File: src/common/cache_pkg.sv
package cache_pkg;

    localparam int VA_WIDTH = 32;
    localparam int OFFSET_W = 2;     // word offset inside an address
    localparam int INDEX_W  = 8;     // widest index, caches use the low bits
    localparam int TAG_W    = VA_WIDTH - INDEX_W - OFFSET_W;

    // one buffered store, 65 bits
    typedef struct packed {
        logic                enable;
        logic [VA_WIDTH-1:0] address;
        logic [VA_WIDTH-1:0] data;
    } mem_data_t;

    // same address word, flat for matching or split for cache lookup
    typedef union packed {
        logic [VA_WIDTH-1:0] flat;
        struct packed {
            logic [TAG_W-1:0]    tag;
            logic [INDEX_W-1:0]  index;
            logic [OFFSET_W-1:0] offset;
        } f;
    } addr_u;

endpackage

File: src/cache/dcache.sv
`timescale 1ns/1ns

module dcache #(
    parameter int N_SETS = 16
) (
    input  logic                             clk,
    input  logic                             rst,
    input  cache_pkg::mem_data_t             i_commit,
    output logic                             o_hit_cache,
    output logic                             o_load_cache,
    input  logic [cache_pkg::VA_WIDTH-1:0]   i_load_addr,
    input  logic                             i_load_req,
    output logic                             o_load_done,
    output logic [cache_pkg::VA_WIDTH-1:0]   o_load_data,
    output logic                             o_mem_start,
    output logic                             o_mem_we,
    output logic [cache_pkg::VA_WIDTH-1:0]   o_mem_adr,
    output logic [cache_pkg::VA_WIDTH-1:0]   o_mem_wdata,
    input  logic                             i_mem_done,
    input  logic [cache_pkg::VA_WIDTH-1:0]   i_mem_rdata
);
    import cache_pkg::*;

    localparam int IDX_W = $clog2(N_SETS);
    localparam int TAG_S = TAG_W + INDEX_W - IDX_W; // unused index bits join the tag

    localparam logic [2:0] S_IDLE   = 3'd0;
    localparam logic [2:0] S_CWRITE = 3'd1;
    localparam logic [2:0] S_HIT    = 3'd2;
    localparam logic [2:0] S_SETTLE = 3'd3; // stb retires during this cycle
    localparam logic [2:0] S_FILL   = 3'd4;
    localparam logic [2:0] S_LDONE  = 3'd5;

    logic [2:0]          state;
    logic [N_SETS-1:0]   valid;
    logic [TAG_S-1:0]    tag_arr  [N_SETS];
    logic [VA_WIDTH-1:0] data_arr [N_SETS];
    addr_u               ld_a;
    addr_u               cm_a;
    logic [IDX_W-1:0]    ld_idx;
    logic [IDX_W-1:0]    cm_idx;
    logic [TAG_S-1:0]    ld_tag;
    logic [TAG_S-1:0]    cm_tag;
    logic                ld_hit;
    logic                start_fill;
    logic                start_commit;
    logic                fill_wr;

    assign ld_a   = i_load_addr;
    assign cm_a   = i_commit.address;
    assign ld_idx = ld_a.f.index[IDX_W-1:0];
    assign cm_idx = cm_a.f.index[IDX_W-1:0];
    assign ld_tag = TAG_S'({ld_a.f.tag, ld_a.f.index} >> IDX_W);
    assign cm_tag = TAG_S'({cm_a.f.tag, cm_a.f.index} >> IDX_W);

    assign ld_hit = valid[ld_idx] && tag_arr[ld_idx] == ld_tag;

    // fills win over commits
    assign start_fill   = state == S_IDLE && i_load_req && !ld_hit;
    assign start_commit = state == S_IDLE && !start_fill && i_commit.enable;
    assign fill_wr      = state == S_FILL && i_mem_done;

    assign o_mem_start = start_fill || start_commit;
    assign o_mem_we    = !start_fill;
    assign o_mem_adr   = start_fill ? i_load_addr : i_commit.address;
    assign o_mem_wdata = i_commit.data;

    assign o_load_done  = (state == S_IDLE && i_load_req && ld_hit) || state == S_LDONE;
    assign o_load_data  = data_arr[ld_idx]; // line already filled in S_LDONE
    assign o_hit_cache  = state == S_HIT;
    assign o_load_cache = state == S_FILL || state == S_LDONE;

    always_ff @(posedge clk or posedge rst) begin
        if (rst) begin
            state <= S_IDLE;
            valid <= '0;
        end else begin
            if (start_commit) valid[cm_idx] <= 1'b1; // allocate on write
            if (fill_wr)      valid[ld_idx] <= 1'b1;
            case (state)
                S_IDLE: begin
                    if (start_fill)        state <= S_FILL;
                    else if (start_commit) state <= S_CWRITE;
                end
                S_CWRITE: if (i_mem_done) state <= S_HIT;
                S_HIT:    state <= S_SETTLE;
                S_FILL:   if (i_mem_done) state <= S_LDONE;
                default:  state <= S_IDLE;
            endcase
        end
    end

    always_ff @(posedge clk) begin
        if (start_commit) begin
            tag_arr[cm_idx]  <= cm_tag;
            data_arr[cm_idx] <= i_commit.data;
        end
        if (fill_wr) begin
            tag_arr[ld_idx]  <= ld_tag;
            data_arr[ld_idx] <= i_mem_rdata;
        end
    end

endmodule

File: src/rtl/dmem_top.sv
`timescale 1ns/1ns

module dmem_top #(
    parameter int N_LINES = 4,
    parameter int N_SETS  = 16
) (
    input  logic                             clk,
    input  logic                             rst,
    input  logic                             i_wb_cyc,
    input  logic                             i_wb_stb,
    input  logic                             i_wb_we,
    input  logic [cache_pkg::VA_WIDTH-1:0]   i_wb_adr,
    input  logic [cache_pkg::VA_WIDTH-1:0]   i_wb_dat,
    output logic                             o_wb_ack,
    output logic [cache_pkg::VA_WIDTH-1:0]   o_wb_dat,
    output logic                             o_mem_cyc,
    output logic                             o_mem_stb,
    output logic                             o_mem_we,
    output logic [cache_pkg::VA_WIDTH-1:0]   o_mem_adr,
    output logic [cache_pkg::VA_WIDTH-1:0]   o_mem_dat,
    input  logic                             i_mem_ack,
    input  logic [cache_pkg::VA_WIDTH-1:0]   i_mem_dat
);
    import cache_pkg::*;

    mem_data_t           store;
    mem_data_t           commit;
    logic                full;
    logic [VA_WIDTH-1:0] load_addr;
    logic                bypass_hit;
    logic [VA_WIDTH-1:0] bypass_data;
    logic                load_req;
    logic                load_done;
    logic [VA_WIDTH-1:0] load_data;
    logic                hit_cache;
    logic                load_cache;
    logic                mem_start;
    logic                mem_we;
    logic [VA_WIDTH-1:0] mem_adr;
    logic [VA_WIDTH-1:0] mem_wdata;
    logic                mem_done;
    logic [VA_WIDTH-1:0] mem_rdata;

    req_port u_req_port (
        .clk(clk), .rst(rst),
        .i_wb_cyc(i_wb_cyc), .i_wb_stb(i_wb_stb), .i_wb_we(i_wb_we),
        .i_wb_adr(i_wb_adr), .i_wb_dat(i_wb_dat),
        .o_wb_ack(o_wb_ack), .o_wb_dat(o_wb_dat),
        .o_store(store), .i_full(full), .o_load_addr(load_addr),
        .i_bypass_hit(bypass_hit), .i_bypass_data(bypass_data),
        .o_load_req(load_req), .i_load_done(load_done), .i_load_data(load_data)
    );

    stb #(.N_LINES(N_LINES)) u_stb (
        .clk(clk), .rst(rst),
        .i_store(store), .i_load_addr(load_addr),
        .i_load_cache(load_cache), .i_hit_cache(hit_cache),
        .o_commit(commit), .o_full(full),
        .o_hit(bypass_hit), .o_read_data(bypass_data)
    );

    dcache #(.N_SETS(N_SETS)) u_dcache (
        .clk(clk), .rst(rst),
        .i_commit(commit), .o_hit_cache(hit_cache), .o_load_cache(load_cache),
        .i_load_addr(load_addr), .i_load_req(load_req),
        .o_load_done(load_done), .o_load_data(load_data),
        .o_mem_start(mem_start), .o_mem_we(mem_we), .o_mem_adr(mem_adr),
        .o_mem_wdata(mem_wdata), .i_mem_done(mem_done), .i_mem_rdata(mem_rdata)
    );

    mem_master u_mem_master (
        .clk(clk), .rst(rst),
        .i_start(mem_start), .i_we(mem_we), .i_adr(mem_adr), .i_wdata(mem_wdata),
        .o_done(mem_done), .o_rdata(mem_rdata),
        .o_mem_cyc(o_mem_cyc), .o_mem_stb(o_mem_stb), .o_mem_we(o_mem_we),
        .o_mem_adr(o_mem_adr), .o_mem_dat(o_mem_dat),
        .i_mem_ack(i_mem_ack), .i_mem_dat(i_mem_dat)
    );

endmodule

File: src/rtl/mem_master.sv
`timescale 1ns/1ns

module mem_master (
    input  logic                             clk,
    input  logic                             rst,
    input  logic                             i_start,
    input  logic                             i_we,
    input  logic [cache_pkg::VA_WIDTH-1:0]   i_adr,
    input  logic [cache_pkg::VA_WIDTH-1:0]   i_wdata,
    output logic                             o_done,
    output logic [cache_pkg::VA_WIDTH-1:0]   o_rdata,
    output logic                             o_mem_cyc,
    output logic                             o_mem_stb,
    output logic                             o_mem_we,
    output logic [cache_pkg::VA_WIDTH-1:0]   o_mem_adr,
    output logic [cache_pkg::VA_WIDTH-1:0]   o_mem_dat,
    input  logic                             i_mem_ack,
    input  logic [cache_pkg::VA_WIDTH-1:0]   i_mem_dat
);
    logic accept;
    logic finish;

    assign accept    = i_start && !o_mem_cyc; // starts while busy are dropped
    assign finish    = o_mem_cyc && i_mem_ack;
    assign o_mem_stb = o_mem_cyc;             // single beat, stb follows cyc

    always_ff @(posedge clk or posedge rst) begin
        if (rst) begin
            o_mem_cyc <= 1'b0;
            o_done    <= 1'b0;
        end else begin
            o_done <= finish;
            if (accept)      o_mem_cyc <= 1'b1;
            else if (finish) o_mem_cyc <= 1'b0;
        end
    end

    always_ff @(posedge clk) begin
        if (accept) begin
            o_mem_we  <= i_we;
            o_mem_adr <= i_adr;
            o_mem_dat <= i_wdata;
        end
        if (finish && !o_mem_we) o_rdata <= i_mem_dat;
    end

endmodule

File: src/rtl/req_port.sv
`timescale 1ns/1ns

module req_port (
    input  logic                             clk,
    input  logic                             rst,
    input  logic                             i_wb_cyc,
    input  logic                             i_wb_stb,
    input  logic                             i_wb_we,
    input  logic [cache_pkg::VA_WIDTH-1:0]   i_wb_adr,
    input  logic [cache_pkg::VA_WIDTH-1:0]   i_wb_dat,
    output logic                             o_wb_ack,
    output logic [cache_pkg::VA_WIDTH-1:0]   o_wb_dat,
    output cache_pkg::mem_data_t             o_store,
    input  logic                             i_full,
    output logic [cache_pkg::VA_WIDTH-1:0]   o_load_addr,
    input  logic                             i_bypass_hit,
    input  logic [cache_pkg::VA_WIDTH-1:0]   i_bypass_data,
    output logic                             o_load_req,
    input  logic                             i_load_done,
    input  logic [cache_pkg::VA_WIDTH-1:0]   i_load_data
);
    localparam logic [1:0] S_IDLE   = 2'd0;
    localparam logic [1:0] S_STORE  = 2'd1;   // waiting for buffer room
    localparam logic [1:0] S_LOOKUP = 2'd2;
    localparam logic [1:0] S_LWAIT  = 2'd3;   // waiting on the cache

    logic [1:0] state;
    logic       wr_req;
    logic       rd_req;

    // processor holds the request through the ack cycle, so mask it there
    assign wr_req = i_wb_cyc && i_wb_stb && i_wb_we && !o_wb_ack;
    assign rd_req = i_wb_cyc && i_wb_stb && !i_wb_we && !o_wb_ack;

    assign o_store.enable  = wr_req && (state == S_IDLE || state == S_STORE);
    assign o_store.address = i_wb_adr;
    assign o_store.data    = i_wb_dat;

    assign o_load_addr = i_wb_adr;
    assign o_load_req  = (state == S_LOOKUP && !i_bypass_hit) || state == S_LWAIT;

    always_ff @(posedge clk or posedge rst) begin
        if (rst) begin
            state    <= S_IDLE;
            o_wb_ack <= 1'b0;
        end else begin
            o_wb_ack <= 1'b0;
            case (state)
                S_IDLE: begin
                    if (wr_req) begin
                        if (!i_full) o_wb_ack <= 1'b1; // pushed this cycle
                        else         state    <= S_STORE;
                    end else if (rd_req) begin
                        state <= S_LOOKUP;
                    end
                end
                S_STORE: begin
                    if (!i_full) begin
                        o_wb_ack <= 1'b1;
                        state    <= S_IDLE;
                    end
                end
                S_LOOKUP: begin
                    if (i_bypass_hit || i_load_done) begin
                        o_wb_ack <= 1'b1;
                        state    <= S_IDLE;
                    end else begin
                        state <= S_LWAIT;
                    end
                end
                default: begin
                    if (i_load_done) begin
                        o_wb_ack <= 1'b1;
                        state    <= S_IDLE;
                    end
                end
            endcase
        end
    end

    always_ff @(posedge clk) begin
        if (state == S_LOOKUP && i_bypass_hit) o_wb_dat <= i_bypass_data;
        else if (o_load_req && i_load_done)    o_wb_dat <= i_load_data;
    end

endmodule

File: src/stb/stb.sv
`timescale 1ns/1ns

module stb #(
    parameter int N_LINES = 4
) (
    input  logic                             clk,
    input  logic                             rst,
    input  cache_pkg::mem_data_t             i_store,
    input  logic [cache_pkg::VA_WIDTH-1:0]   i_load_addr,
    input  logic                             i_load_cache,
    input  logic                             i_hit_cache,
    output cache_pkg::mem_data_t             o_commit,
    output logic                             o_full,
    output logic                             o_hit,
    output logic [cache_pkg::VA_WIDTH-1:0]   o_read_data
);
    import cache_pkg::*;

    // N_LINES must be a power of two so the pointers wrap on their own
    localparam int LINE_SEL = $clog2(N_LINES);

    logic [N_LINES-1:0]   valid;
    logic [VA_WIDTH-1:0]  addr_q [N_LINES];
    logic [VA_WIDTH-1:0]  data_q [N_LINES];
    logic [LINE_SEL-1:0]  oldest_line;
    logic [LINE_SEL-1:0]  newest_line;
    logic                 hit_cache_q;
    logic                 load_cache_q;
    logic                 push;
    logic                 retire;
    addr_u                load_a;

    assign load_a = i_load_addr;

    assign o_full = i_store.enable && valid[newest_line]; // newest slot still busy
    assign push   = i_store.enable && !valid[newest_line];
    assign retire = hit_cache_q && !load_cache_q && valid[oldest_line];

    assign o_commit.enable  = valid[oldest_line];
    assign o_commit.address = addr_q[oldest_line];
    assign o_commit.data    = data_q[oldest_line];

    // walk oldest to newest, last match is the youngest store
    always_comb begin : load_bypass
        logic [LINE_SEL-1:0] idx;
        o_hit       = 1'b0;
        o_read_data = '0;
        for (int k = 0; k < N_LINES; k++) begin
            idx = oldest_line + LINE_SEL'(k);
            if (valid[idx] && addr_q[idx] == load_a.flat) begin
                o_hit       = 1'b1;
                o_read_data = data_q[idx];
            end
        end
    end

    always_ff @(posedge clk or posedge rst) begin
        if (rst) begin
            valid        <= '0;
            oldest_line  <= '0;
            newest_line  <= '0;
            hit_cache_q  <= 1'b0;
            load_cache_q <= 1'b0;
        end else begin
            hit_cache_q  <= i_hit_cache;
            load_cache_q <= i_load_cache;
            if (retire) begin // commit finished last cycle
                valid[oldest_line] <= 1'b0;
                oldest_line        <= oldest_line + 1'b1;
            end
            if (push) begin
                valid[newest_line] <= 1'b1;
                newest_line        <= newest_line + 1'b1;
            end
        end
    end

    always_ff @(posedge clk) begin
        if (push) begin
            addr_q[newest_line] <= i_store.address;
            data_q[newest_line] <= i_store.data;
        end
    end

endmodule

File: config.mk
export PLATFORM = sky130hd
export DESIGN_NAME = dmem_top
export DESIGN_NICKNAME = d
export VERILOG_FILES = /design/src/common/cache_pkg.sv /design/src/cache/dcache.sv /design/src/rtl/dmem_top.sv /design/src/rtl/mem_master.sv /design/src/rtl/req_port.sv /design/src/stb/stb.sv
export SDC_FILE = /design/constraint.sdc
export NUM_CORES = 2
export LEC_CHECK = 0
export ABC_CLOCK_PERIOD_IN_PS = 11200
export BUFFER_PORTS_ARGS = -buffer_cell sky130_fd_sc_hd__buf_2
export CORE_ASPECT_RATIO = 1.75
export CORE_MARGIN = 4
export CORE_UTILIZATION = 50
export CTS_CLUSTER_DIAMETER = 80
export DETAILED_ROUTE_END_ITERATION = 7
export PLACE_DENSITY_LB_ADDON = 0.25
export SKIP_LAST_GASP = 1
export SYNTH_ARGS = -nofsm -noshare
export SYNTH_HDL_FRONTEND = slang
export SYNTH_HIERARCHICAL = 1
export SYNTH_SLANG_ARGS = --single-unit
export TNS_END_PERCENT = 20
File: constraint.sdc
create_clock -name clk -period 11.2 [get_ports clk]
set_input_delay 0.56 -clock clk [delete_from_list [all_inputs] [get_ports clk]]
set_output_delay 0.56 -clock clk [all_outputs]
set_load 0.02 [all_outputs]
==> key figures <==
Drt
  – Post-route ant nets: 0
  – Avg Vias per Cell: 6.56
  – Initial DRC count: 3378
  – Average wire per standard cell: 33.0 microns
  – # DRC: 0
  – Via count: 32832
  – Post-Route WL: 165000 microns
  – First-pass DRT Iterations: 6

Power and ir drop
  – Leakage: 20.8 nW
  – Worst IR Drop VDD: 0.156 mV
  – PD cells: 184 nW/um^2
  – Power, Total: 12.3 mW

Setup path
  – Buffers & Inverters on Critical Path: 5
  – Crit Reg-Reg Endpoint: u_dcache/tag_arr[2][20]
  – Critical Path Start Type: register
  – Worst Setup End Kind: register
  – R2R setup slack: 2430 ps
  – CP Cell Sequence: clkinv_1 > ha_4 > buf_4 > mux4_2 > xnor2_1 > nand4_1 > nor4_1 > and2_1 > buf_4 > a21oi_1 > nand2_1 > inv_1 > a21o_1 > and2_1 > nor3_1 > a21oi_1 > o21a_1 > nor2_4 > buf_4
  – CP peak stage delay: 990 ps
  – CP arrival: 9140 ps
  – Reg2reg start: u_stb/oldest_line[0]
  – Crit path kind: reg2reg
  – Largest delay contributor family on the critical path: simple AND/OR/NAND/NOR gates
  – Worst EP required: 11580 ps
  – CP max stage cell: nor2_4
  – Most frequent CP cell: buf_4
  – CP max FO: 45
  – Reg2Reg Depth: 19

Placement
  – Count of input and output buffers: 201
  – Post-placement cell area: 62900 sq um
  – Post-place setup slack: 2380 ps
  – Final Wtd Congestion: 0.925
  – HPWL Detailed: 108000 microns

Timing
  – Unrepaired setup endpoints after global routing: no
  – Final hold violations: 0
  – Slew Limit Fails: 0
  – Endpoints failing setup: 0
  – Post-route setup slack: 2430 ps
  – Crit path time final: 8770 ps
  – Final period utilization: 78.3%
  – Worst slew margin: 7.27%
  – Final Skew: 22.6 ps
  – Worst Tran Pin Value: 1390 ps
  – FMAX: 0.114 GHz
  – Setup TNS Final: 0 ps

Finish
  – Share of post-route cells with drive strength above 1: 32.0%
  – Layout fillers: 9174
  – Register area: 40300 sq um
  – Multi-input logic area: 19000 sq um
  – Commonest cells after routing, fill and taps aside: edfxtp_1 (1313), mux4_2 (478), buf_2 (197)
  – Final #Nets: 3398
  – P&R area growth vs syn: 9.32%
  – Commonest non-fill, non-tap cell in the layout: edfxtp_1
  – Post-layout util: 55.1%
  – Design Area, Final: 67000 sq um

Die
  – Site Rows: 169
  – Initial core utilization: 50.4%
  – Core area: 122000 sq um
  – Die Area: 129000 sq um
  – Die width: 273 microns
  – I/O pins: 202
  – Die H: 471 microns

Min path
  – Hold crit path type: in2reg
  – Hold endpoint: u_stb/data_q[0][0]
  – Hold_sp: i_wb_dat[0]
  – Hold Crit Depth: 1

Global routing
  – First-pass GRT wire length: 240000 microns
  – Largest net degree at the start of global routing: 125
  – GRT Total Usage: 25.7%
  – Initial antenna violation count: 10
  – Number of global-route vias before repair: 34002
  – Total grt overflow: 0

Synthesis
  – EDFF count, synth: 1313
  – Syn Nets: 3324
  – Register area share after synthesis: 65.7%
  – Syn Inst Count: 3210
  – Asr flop ratio synth: 2.52%
  – Top FF cell, synth: edfxtp_1
  – Post-synthesis register bit count: 1347
  – Synth Cell Area: 61300 sq um
  – Netlist cell types: 79
  – Mean Syn Cell Area: 19.1 sq um
  – YS warnings: 6

CTS
  – CTS H-tree lvls: 3
  – CTS tree: yes
  – Setup bufs post-CTS: 0
  – Clk buf depth: 3
  – Worst-path clk slew: 70 ps
  – Clk root buf: clkbuf_16
  – Number of CTS-inserted buffers: 115
  – Number of clock sinks: 1347
  – Clk Latency, worst-skew pair: 730 ps

Run
  – Maxcap violations: 0

Status
  – Outcome: finished clean
layout make-up:
class,count,area share (%)
Clock inverter,71,1.05
Sequential cell,1347,60.1
Multi-Input combinational cell,1494,28.3
Inverter,27,0.151
Tap cell,1624,3.03
Antenna cell,2,0.00747
Clock buffer,142,4.54
Timing Repair Buffer,299,2.81
cells in the mapped netlist (6+ instances only):
master | instances | share of area (%)
clkbuf_1 | 75 | 0.46
and2_1 | 20 | 0.20
nor4_1 | 10 | 0.10
edfxtp_1 | 1313 | 64
mux2_2 | 128 | 2.4
a221o_1 | 7 | 0.11
a21oi_1 | 30 | 0.24
o22a_1 | 6 | 0.086
nand2b_1 | 39 | 0.40
dfrtp_1 | 34 | 1.4
buf_1 | 21 | 0.13
ha_1 | 12 | 0.24
inv_1 | 25 | 0.15
buf_2 | 66 | 0.54
a22oi_1 | 18 | 0.22
o31ai_1 | 37 | 0.45
nor2_1 | 58 | 0.36
a21o_1 | 9 | 0.11
nand3_1 | 43 | 0.35
o21ai_0 | 31 | 0.25
nor2b_1 | 13 | 0.13
o211ai_1 | 34 | 0.42
buf_4 | 153 | 1.9
a32oi_1 | 35 | 0.50
mux2i_1 | 139 | 2.3
nand4_1 | 27 | 0.28
nor3_1 | 9 | 0.073
mux4_2 | 478 | 18
xnor2_1 | 100 | 1.4
nand2_1 | 64 | 0.39
xor2_1 | 53 | 0.76
o22ai_1 | 7 | 0.071
buf_6 | 26 | 0.48
a221oi_1 | 13 | 0.19
through the flow:
step,cells,hold WS [ps]
after floorplan,3210,301
after detailed placement,4753,464
after global routing,5005,30.8
after CTS,5004,2.51
final,5006,54.5
after global placement,4753,451
layer usage:
layer,vias to the layer above,wire [microns],global-route usage [%]
li1,13328,-,-
met3,410,10500,3.78
met5,-,27,0
met2,1617,86900,45.2
met1,17473,57400,30.4
met4,4,10200,13.8
power by group:
part / switching (mW) / leakage [nW] / internal, mW / total, mW
registers: 0.156 / 12.2 / 6.08 / 6.24
clock network: 1.81 / 1.81 / 2.19 / 4.01
logic: 1.31 / 6.76 / 0.753 / 2.06
total: 3.28 / 20.8 / 9.03 / 12.3
sequential cells by signal, indices dropped and copies added, names as in the netlist, 2 cells and up:
signal                  flops
u_stb/newest_line           2
u_mem_master/o_rdata       32
u_stb/data_q              128
u_req_port/state            2
u_dcache/state              3
u_stb/oldest_line           2
u_stb/valid                 4
u_dcache/tag_arr          416
u_dcache/data_arr         512
u_mem_master/o_mem_adr     32
u_dcache/valid             16
u_stb/addr_q              128
u_mem_master/o_mem_dat     32
u_req_port/o_wb_dat        32
cells by family after synthesis:
| kind of cell | Yosys count | synth area share, % |
|---|---|---|
| AOI/OAI and AO/OA | 279 | 3.43 |
| xor gates and xnor gates | 153 | 2.19 |
| adders and majority gates | 12 | 0.245 |
| buffers and inverters | 369 | 3.65 |
| DFF | 1347 | 65.7 |
| muxes | 747 | 22.2 |
| and+or+nand+nor | 303 | 2.59 |
timing repair:
| action | CTS | global route |
|---|---|---|
| hold endpoints to repair | 92 | 0 |
| hold buffers | 38 | 0 |
| resized for setup | 0 | 0 |
worst max path at each step:
stage               slack (ps)                       to                  from  cells after the start
finish                    2430  u_dcache/tag_arr[2][20]  u_stb/oldest_line[0]                     19
global route              1910  u_dcache/tag_arr[2][11]  u_stb/oldest_line[0]                     19
CTS                       2330  u_dcache/tag_arr[2][12]  u_stb/oldest_line[0]                     19
detailed placement        2380   u_dcache/tag_arr[2][0]  u_stb/oldest_line[0]                     19
global placement          2460  u_dcache/tag_arr[2][15]  u_stb/oldest_line[0]                     19
floorplan                 3120  u_dcache/data_arr[6][0]  u_stb/oldest_line[1]                     26
No activity file was read; power rests on OpenSTA's default activity.
